--- src/logic/board_pkg.sv ---
`default_nettype none

package board_pkg;

	//////////////////////////////////////////////////
	// Front panel LEDs, top to bottom
	//////////////////////////////////////////////////

	localparam int LED_COUNT = 4;

	// Yellow, token error or board reset
	localparam int LED_ERR    = 0;
	// Green, CPLD access line
	localparam int LED_ACCESS = 1;
	// Green, master trigger token received
	localparam int LED_TRIG   = 2;
	// Green, lit while no inhibit
	localparam int LED_NOINH  = 3;

	//////////////////////////////////////////////////
	// Timing at 125 MHz
	//////////////////////////////////////////////////

	// Hold reset after configuration
	localparam int POWERUP_CYCLES_DEF = 1_000_000;
	// LED on-time, about 0.1 s
	localparam int STRETCH_CYCLES_DEF = 12_500_000;

endpackage

`default_nettype wire

--- src/logic/token_pkg.sv ---
`default_nettype none

package token_pkg;

	//////////////////////////////////////////////////
	// Master trigger token
	//////////////////////////////////////////////////

	localparam int TOKEN_W = 10;

	typedef logic [TOKEN_W-1:0] token_t;

	//////////////////////////////////////////////////
	// Transceiver lane words
	//////////////////////////////////////////////////

	// Default lane count of the GTP tile
	localparam int LANES  = 4;
	localparam int LANE_W = 16;

	typedef logic [LANE_W-1:0] lane_word_t;

	// Idle word, K28.5 in the low byte
	localparam lane_word_t COMMA_WORD = 16'h00BC;

	// Reply prefix, then error bit, then token
	localparam logic [4:0] REPLY_MARK = 5'b10000;

endpackage

`default_nettype wire

--- src/logic/reset_gen.sv ---
`timescale 1ns/1ps
`default_nettype none

module reset_gen import board_pkg::*; #(
	parameter int POWERUP_CYCLES = POWERUP_CYCLES_DEF
) (
	input  logic CLK125,
	input  logic reset_i,
	input  logic ext_rst_n_i,
	output logic sys_rst_o
);

	localparam int CNT_W = $clog2(POWERUP_CYCLES + 1);

	// Power-up hold counter
	logic [CNT_W-1:0] pwr_cnt;
	logic             hold_done;

	assign hold_done = (pwr_cnt == CNT_W'(POWERUP_CYCLES));

	always_ff @(posedge CLK125) begin
		if (reset_i) begin
			pwr_cnt   <= '0;
			sys_rst_o <= 1'b1;
		end else if (!hold_done) begin
			// Still counting, keep board in reset
			pwr_cnt   <= pwr_cnt + 1'b1;
			sys_rst_o <= 1'b1;
		end else begin
			// Follow CPLD global reset, active low
			sys_rst_o <= ~ext_rst_n_i;
		end
	end

	// No release before the hold count is reached
	a_hold_rst : assert property (@(posedge CLK125) disable iff (reset_i)
		!hold_done |-> sys_rst_o);

endmodule

`default_nettype wire

--- src/logic/token_rcv.sv ---
`timescale 1ns/1ps
`default_nettype none

module token_rcv import token_pkg::*; (
	input  logic   CLK125,
	input  logic   sys_rst_i,
	input  logic   ser_trig_i,
	output token_t tok_o,
	output logic   tok_rdy_o,
	output logic   tok_err_o
);

	localparam int BIT_CNT_W = $clog2(TOKEN_W);

	typedef enum logic [1:0] {
		ST_IDLE,
		ST_DATA,
		ST_PARITY,
		ST_STOP
	} state_t;

	state_t               state;
	logic [1:0]           ser_sync;
	logic                 ser_q;
	logic [BIT_CNT_W-1:0] bit_cnt;
	logic                 par;
	token_t               shreg;

	//////////////////////////////////////////////////
	// Two-flop synchronizer on the neighbour FPGA line
	//////////////////////////////////////////////////

	always_ff @(posedge CLK125) begin
		if (sys_rst_i) begin
			ser_sync <= '0;
		end else begin
			ser_sync <= {ser_sync[0], ser_trig_i};
		end
	end

	assign ser_q = ser_sync[1];

	//////////////////////////////////////////////////
	// Frame FSM over start, 10 data LSB first, parity and stop
	//////////////////////////////////////////////////

	always_ff @(posedge CLK125) begin
		if (sys_rst_i) begin
			state     <= ST_IDLE;
			bit_cnt   <= '0;
			par       <= 1'b0;
			tok_rdy_o <= 1'b0;
			tok_err_o <= 1'b0;
		end else begin
			// Strobes last a single cycle
			tok_rdy_o <= 1'b0;
			tok_err_o <= 1'b0;
			case (state)
				ST_IDLE: begin
					if (ser_q) begin
						state   <= ST_DATA;
						bit_cnt <= '0;
						par     <= 1'b0;
					end
				end
				ST_DATA: begin
					par     <= par ^ ser_q;
					bit_cnt <= bit_cnt + 1'b1;
					if (bit_cnt == BIT_CNT_W'(TOKEN_W - 1))
						state <= ST_PARITY;
				end
				ST_PARITY: begin
					// Odd ones over token and parity
					par   <= par ^ ser_q;
					state <= ST_STOP;
				end
				ST_STOP: begin
					// Token reported even on error
					tok_rdy_o <= 1'b1;
					tok_err_o <= ser_q | ~par;
					state     <= ST_IDLE;
				end
				default: state <= ST_IDLE;
			endcase
		end
	end

	// Token bits shift in from the top, LSB first
	always_ff @(posedge CLK125) begin
		if (state == ST_DATA)
			shreg <= {ser_q, shreg[TOKEN_W-1:1]};
	end

	assign tok_o = shreg;

	a_err_with_rdy : assert property (@(posedge CLK125) tok_err_o |-> tok_rdy_o);

endmodule

`default_nettype wire

--- src/logic/gtp_lane_io.sv ---
`timescale 1ns/1ps
`default_nettype none

module gtp_lane_io import token_pkg::*; #(
	parameter int N_LANES = LANES
) (
	input  logic                      CLK125,
	input  logic                      sys_rst_i,
	input  token_t                    tok_i,
	input  logic                      tok_rdy_i,
	input  logic                      tok_err_i,
	input  logic [N_LANES*LANE_W-1:0] rx_data_i,
	input  logic [N_LANES-1:0]        rx_k_i,
	output logic [N_LANES*LANE_W-1:0] tx_data_o,
	output logic [N_LANES-1:0]        tx_k_o,
	output logic [N_LANES-1:0]        tp_o
);

	lane_word_t         tx_word;
	logic [N_LANES-1:0] tp_hit;
	logic [N_LANES-1:0] tp_q;

	//////////////////////////////////////////////////
	// Transmit side, same word on all lanes
	//////////////////////////////////////////////////

	// Marked reply word for one cycle, else comma
	assign tx_word = tok_rdy_i ? {REPLY_MARK, tok_err_i, tok_i} : COMMA_WORD;

	always_ff @(posedge CLK125) begin
		if (sys_rst_i) begin
			tx_data_o <= {N_LANES{COMMA_WORD}};
			tx_k_o    <= '1;
		end else begin
			tx_data_o <= {N_LANES{tx_word}};
			// Reply is plain data, comma is K
			tx_k_o    <= {N_LANES{~tok_rdy_i}};
		end
	end

	//////////////////////////////////////////////////
	// Receive test points
	//////////////////////////////////////////////////

	// K-char with top bit set on any lane
	always_comb begin
		for (int n = 0; n < N_LANES; n++)
			tp_hit[n] = rx_k_i[n] & rx_data_i[n*LANE_W + LANE_W - 1];
	end

	always_ff @(posedge CLK125) begin
		if (sys_rst_i) begin
			tp_q <= '0;
			tp_o <= '0;
		end else begin
			tp_q <= tp_hit;
			tp_o <= tp_q;
		end
	end

	a_k_lanes_equal : assert property (@(posedge CLK125)
		!$isunknown(tx_k_o) |-> (&tx_k_o || ~|tx_k_o));

endmodule

`default_nettype wire

--- src/logic/led_stretch.sv ---
`timescale 1ns/1ps
`default_nettype none

module led_stretch import board_pkg::*; #(
	parameter int STRETCH_CYCLES = STRETCH_CYCLES_DEF
) (
	input  logic CLK125,
	input  logic rst_i,
	input  logic trig_i,
	output logic led_o
);

	localparam int CNT_W = $clog2(STRETCH_CYCLES + 1);

	logic [CNT_W-1:0] on_cnt;

	// Retriggerable, every trigger cycle reloads
	always_ff @(posedge CLK125) begin
		if (rst_i)
			on_cnt <= '0;
		else if (trig_i)
			on_cnt <= CNT_W'(STRETCH_CYCLES);
		else if (on_cnt != '0)
			on_cnt <= on_cnt - 1'b1;
	end

	assign led_o = (on_cnt != '0);

	// Error LED instance has no reset, skip until first load
	a_cnt_range : assert property (@(posedge CLK125)
		!$isunknown(on_cnt) |-> (on_cnt <= CNT_W'(STRETCH_CYCLES)));

endmodule

`default_nettype wire

--- src/logic/led_panel.sv ---
`timescale 1ns/1ps
`default_nettype none

module led_panel import board_pkg::*; #(
	parameter int STRETCH_CYCLES = STRETCH_CYCLES_DEF
) (
	input  logic                 CLK125,
	input  logic                 sys_rst_i,
	input  logic                 tok_rdy_i,
	input  logic                 tok_err_i,
	input  logic                 vme_access_i,
	input  logic                 inhibit_i,
	output logic [LED_COUNT-1:0] led_o
);

	logic [LED_COUNT-1:0] led_src;

	//////////////////////////////////////////////////
	// LED sources
	//////////////////////////////////////////////////

	// Board reset or bad token frame
	assign led_src[LED_ERR]    = sys_rst_i | (tok_rdy_i & tok_err_i);
	// Access seen by the CPLD
	assign led_src[LED_ACCESS] = vme_access_i;
	assign led_src[LED_TRIG]   = tok_rdy_i;
	// Inhibit active high, LED shows its absence
	assign led_src[LED_NOINH]  = ~inhibit_i;

	for (genvar i = 0; i < LED_COUNT; i++) begin : g_led
		// Error LED keeps running through reset
		led_stretch #(
			.STRETCH_CYCLES (STRETCH_CYCLES)
		) u_stretch (
			.CLK125 (CLK125),
			.rst_i  ((i == LED_ERR) ? 1'b0 : sys_rst_i),
			.trig_i (led_src[i]),
			.led_o  (led_o[i])
		);
	end

endmodule

`default_nettype wire

--- src/logic/wfd_front.sv ---
`timescale 1ns/1ps
`default_nettype none

module wfd_front import board_pkg::*, token_pkg::*; #(
	parameter int POWERUP_CYCLES = POWERUP_CYCLES_DEF,
	parameter int STRETCH_CYCLES = STRETCH_CYCLES_DEF,
	parameter int N_LANES        = LANES
) (
	input  logic                      CLK125,
	input  logic                      reset_i,
	input  logic                      ext_rst_n_i,
	input  logic                      vme_access_i,
	input  logic                      inhibit_i,
	input  logic                      ser_trig_i,
	input  logic [N_LANES*LANE_W-1:0] rx_data_i,
	input  logic [N_LANES-1:0]        rx_k_i,
	output logic [N_LANES*LANE_W-1:0] tx_data_o,
	output logic [N_LANES-1:0]        tx_k_o,
	output logic [N_LANES-1:0]        tp_o,
	output logic [LED_COUNT-1:0]      led_o
);

	logic   sys_rst;
	token_t tok;
	logic   tok_rdy;
	logic   tok_err;

	// Board reset, power-up hold then CPLD line
	reset_gen #(
		.POWERUP_CYCLES (POWERUP_CYCLES)
	) u_reset_gen (
		.CLK125      (CLK125),
		.reset_i     (reset_i),
		.ext_rst_n_i (ext_rst_n_i),
		.sys_rst_o   (sys_rst)
	);

	// Master trigger token from neighbour FPGA
	token_rcv u_token_rcv (
		.CLK125     (CLK125),
		.sys_rst_i  (sys_rst),
		.ser_trig_i (ser_trig_i),
		.tok_o      (tok),
		.tok_rdy_o  (tok_rdy),
		.tok_err_o  (tok_err)
	);

	// Token reply out, test points in
	gtp_lane_io #(
		.N_LANES (N_LANES)
	) u_gtp_lane_io (
		.CLK125    (CLK125),
		.sys_rst_i (sys_rst),
		.tok_i     (tok),
		.tok_rdy_i (tok_rdy),
		.tok_err_i (tok_err),
		.rx_data_i (rx_data_i),
		.rx_k_i    (rx_k_i),
		.tx_data_o (tx_data_o),
		.tx_k_o    (tx_k_o),
		.tp_o      (tp_o)
	);

	led_panel #(
		.STRETCH_CYCLES (STRETCH_CYCLES)
	) u_led_panel (
		.CLK125       (CLK125),
		.sys_rst_i    (sys_rst),
		.tok_rdy_i    (tok_rdy),
		.tok_err_i    (tok_err),
		.vme_access_i (vme_access_i),
		.inhibit_i    (inhibit_i),
		.led_o        (led_o)
	);

endmodule

`default_nettype wire

--- config.mk ---
export PLATFORM = sky130hd
export DESIGN_NAME = wfd_front
export DESIGN_NICKNAME = d
export VERILOG_FILES = /design/src/logic/board_pkg.sv /design/src/logic/token_pkg.sv /design/src/logic/reset_gen.sv /design/src/logic/token_rcv.sv /design/src/logic/gtp_lane_io.sv /design/src/logic/led_stretch.sv /design/src/logic/led_panel.sv /design/src/logic/wfd_front.sv
export SDC_FILE = /design/constraint.sdc
export NUM_CORES = 1
export LEC_CHECK = 0
export BUFFER_PORTS_ARGS = -buffer_cell sky130_fd_sc_hd__buf_2
export CAP_MARGIN = 20
export CORE_ASPECT_RATIO = 0.8
export CORE_MARGIN = 2
export CORE_UTILIZATION = 57
export DETAILED_ROUTE_END_ITERATION = 6
export PLACE_DENSITY = 0.78
export SETUP_SLACK_MARGIN = 0.5
export SYNTH_ARGS = -nofsm -noshare
export SYNTH_HDL_FRONTEND = slang
export SYNTH_HIERARCHICAL = 1
export SYNTH_SLANG_ARGS = --single-unit
--- constraint.sdc ---
create_clock -name CLK125 -period 2.4 [get_ports CLK125]
set_input_delay 0.48 -clock CLK125 [delete_from_list [all_inputs] [get_ports CLK125]]
set_output_delay 0.48 -clock CLK125 [all_outputs]
set_load 0.1 [all_outputs]
==> metrics <==
clock power share 50.7%; Die Area 0.0167 sq mm; Die W 144 um; count of cell types in the netlist 74; Synth Instances 1002; vias in the first global route 7336; cell-internal power 4.60 mW; total clock sinks 159; Placer Congestion 0.839; H-tree depth 4; Worst-Skew Late Latency 430 ps; CP required 1920 ps; outcome finished clean; fmax 457 MHz; Switching Fraction 23.1%; ys async rst share 0%; Synth Area per Inst 8.92 sq um; fin crit period 2190 ps; Clock Pin Slew Worst Setup and Hold Paths 70 ps; fill count 1086; CTS tree done; largest net degree at the start of global routing 83; Total GRT Usage 25.7%; Ys Warns 6; fraction of power consumed by sequential logic 45.0%; post-synth top area cell dfxtp_1; Post-synth EDFFs 10; Routed Antenna Nets 0; WL/cell 16.6 um; commonest cells after routing, fill and taps aside dfxtp_1 (120), buf_4 (90), nor2_1 (74); Final setup viols 0; IO buf count 73; Synth area leaders dfxtp_1 (33%), buf_4 (4.7%), nor3_1 (3.5%); CTS Buffer Depth 2; Mapped Area 0.00894 sq mm; Leak 4.46 nW; Logic pwr share 4.3%; Slew HR 65.3%; Placeable Area 0.0152 sq mm; std cell rows 40; Max-Cap Viols 0; DRT iter0 DRCs 729; Final Hold Viols 0; global-route wire length before repair 35000 um; post-DP HPWL 13400 um; Pwr per Cell Area 541 mW/mm^2; Post-route DRC 0; Worst-Margin Slew 519 ps; initial antenna violation count 0; IO Count 150; Yosys top cell area share 33.4%; Initial Util 58.9%; Place WS 277 ps; layout cell share with drive strength beyond 1 31.6%; register area share after synthesis 36.7%; CP startpoint kind flop; Nets 1215; RSZ-0062 raised after global routing true; CP Capture Type output pin; Worst Path Class, Setup reg2out; hold crit path type in2reg; crit path DAT 1710 ps; DRT Wirelength 22400 um; DR vias/cell 6.18; die height 116 um; area delta synth->final 23.4%; Worst VDD drop 0.507 mV; Worst Skew 8.17 ps; via count 8314; final period utilization 91.1%; Slew Limit Fails 0; CP Max Fanout 4; final setup margin 214 ps; # diodes 0; leading cell type in the layout, fill and taps excluded dfxtp_1; Top FF cell, synth dfxtp_1; CTS buffer count 17; Sum Neg Setup Slack 0 ps; Yosys reg bits 159; GRT overflow 0; Fin Hold WS 284 ps; DR pass1 iterations 6; P_sw 1.38 mW; CTS root buf clkbuf_16
==> worst paths after layout <==
path | from | to | slack [ps] | cells after the start
worst max-delay path | u_led_panel/g_led[1].u_stretch/on_cnt[1]$_SDFFE_PP0P_ | led_o[1] | 210 | 6
worst min register to register | u_gtp_lane_io/tp_q[3]$_SDFF_PP0_ | u_gtp_lane_io/tp_o[3]$_SDFF_PP0_ | 430 | 1
worst min-delay path | rx_k_i[1] | u_gtp_lane_io/tp_q[1]$_SDFF_PP0_ | 280 | 2
worst max register to register | u_led_panel/g_led[0].u_stretch/on_cnt[1]$_SDFFE_PP0P_ | u_led_panel/g_led[0].u_stretch/on_cnt[14]$_SDFFE_PP0P_ | 390 | 9
==> cell families (layout without fill, tap and decap cells) <==
family	Yosys count	after routing	synth area share, %
adders and majority gates	18	18	2.52
AOI/OAI and AO/OA	207	207	16.3
buffers and inverters	125	237	8.15
xor gates and xnor gates	11	11	1.08
other	2	24	0.0840
DFF	159	159	36.7
muxes	19	19	2.14
and+or+nand+nor	461	461	33.0
==> through the flow <==
step / instance area [sq um] / power (mW) / cells / utilization (%)
6_report: 11000 / 5.97 / 1346 / 72.7
5_1_grt: 11000 / 6.14 / 1346 / 72.7
4_1_cts: 10600 / 5.99 / 1314 / 69.6
3_5_place_dp: 9370 / 2.98 / 1242 / 61.8
3_3_place_gp: 9370 / 2.98 / 1242 / 61.8
2_1_floorplan: 9080 / 2.97 / 1024 / -
==> flip-flops by register name, indices dropped and copies added (netlist names) <==
signal	cells
u_gtp_lane_io/tp_o	4
u_gtp_lane_io/tp_q	4
u_gtp_lane_io/tx_data_o	12
u_gtp_lane_io/tx_k_o	1
u_led_panel/g_led.u_stretch/on_cnt	96
u_reset_gen/pwr_cnt	20
u_reset_gen/sys_rst_o	1
u_token_rcv/bit_cnt	4
u_token_rcv/par	1
u_token_rcv/ser_sync	2
u_token_rcv/state	2
u_token_rcv/tok_err_o	1
u_token_rcv/tok_o	10
u_token_rcv/tok_rdy_o	1
==> worst max-delay path, cell delays in order (launching register included) <==
cell and delay, ps:
dfxtp_4 350, inv_4 70, ha_4 130, nor3b_4 200
and4_4 290, nand2_8 70, buf_12 160
==> area by class of cell <==
| cell class | instances | area, sq um | share of cell area (%) |
|---|---|---|---|
| Tap cell | 210 | 263 | 2.38 |
| Clock buffer | 18 | 429 | 3.89 |
| Clock inverter | 14 | 230 | 2.09 |
| Multi-Input combinational cell | 740 | 5430 | 49.2 |
| Timing Repair Buffer | 169 | 1170 | 10.6 |
| Inverter | 36 | 159 | 1.44 |
| Sequential cell | 159 | 3350 | 30.4 |
==> timing repair <==
| item | CTS | global route |
|---|---|---|
| pin swaps | 27 | 36 |
| cloned | 0 | 1 |
| setup endpoints to repair | 55 | 73 |
| hold buffers | 0 | 0 |
| setup buffers | 40 | 31 |
| gates resized for setup | 79 | 73 |
==> power groups by stage <==
stage	Combinational, mW	Clock (mW)	Sequential (mW)
6_report	0.257	3.03	2.69
5_1_grt	0.273	3.17	2.69
4_1_cts	0.235	3.06	2.69
3_5_place_dp	0.226	0	2.76
3_3_place_gp	0.222	0	2.76
2_1_floorplan	0.212	0	2.75
==> cells in the mapped netlist (8+ instances only) <==
cell type / count
a2111o_1: 8
a211oi_1: 16
a21oi_1: 39
a311oi_1: 12
a31oi_1: 20
and4_2: 9
buf_2: 9
buf_4: 56
clkbuf_1: 19
dfxtp_1: 149
edfxtp_1: 10
ha_1: 18
inv_1: 32
mux2i_1: 18
nand2_1: 44
nand3_1: 33
nand4_1: 37
nor2_1: 80
nor2b_1: 18
nor3_1: 63
nor3b_1: 12
nor4_1: 18
nor4_4: 12
o21ai_0: 42
o311a_1: 8
o31ai_1: 16
o41ai_1: 8
or3_1: 23
or4_1: 21
==> per-layer routing <==
| metal | global-route usage [%] | routed length, um | part of all wire (%) | vias to the layer above |
|---|---|---|---|---|
| met3 | 6.03 | 1420 | 6.3 | 42 |
| met5 | 0 | 0 | 0 | - |
| met4 | 6.99 | 382 | 1.7 | 0 |
| met2 | 40.3 | 10300 | 46 | 321 |
| met1 | 35.9 | 10300 | 46 | 3928 |
| li1 | - | - | - | 4023 |
No activity file was read; power rests on OpenSTA's default activity.
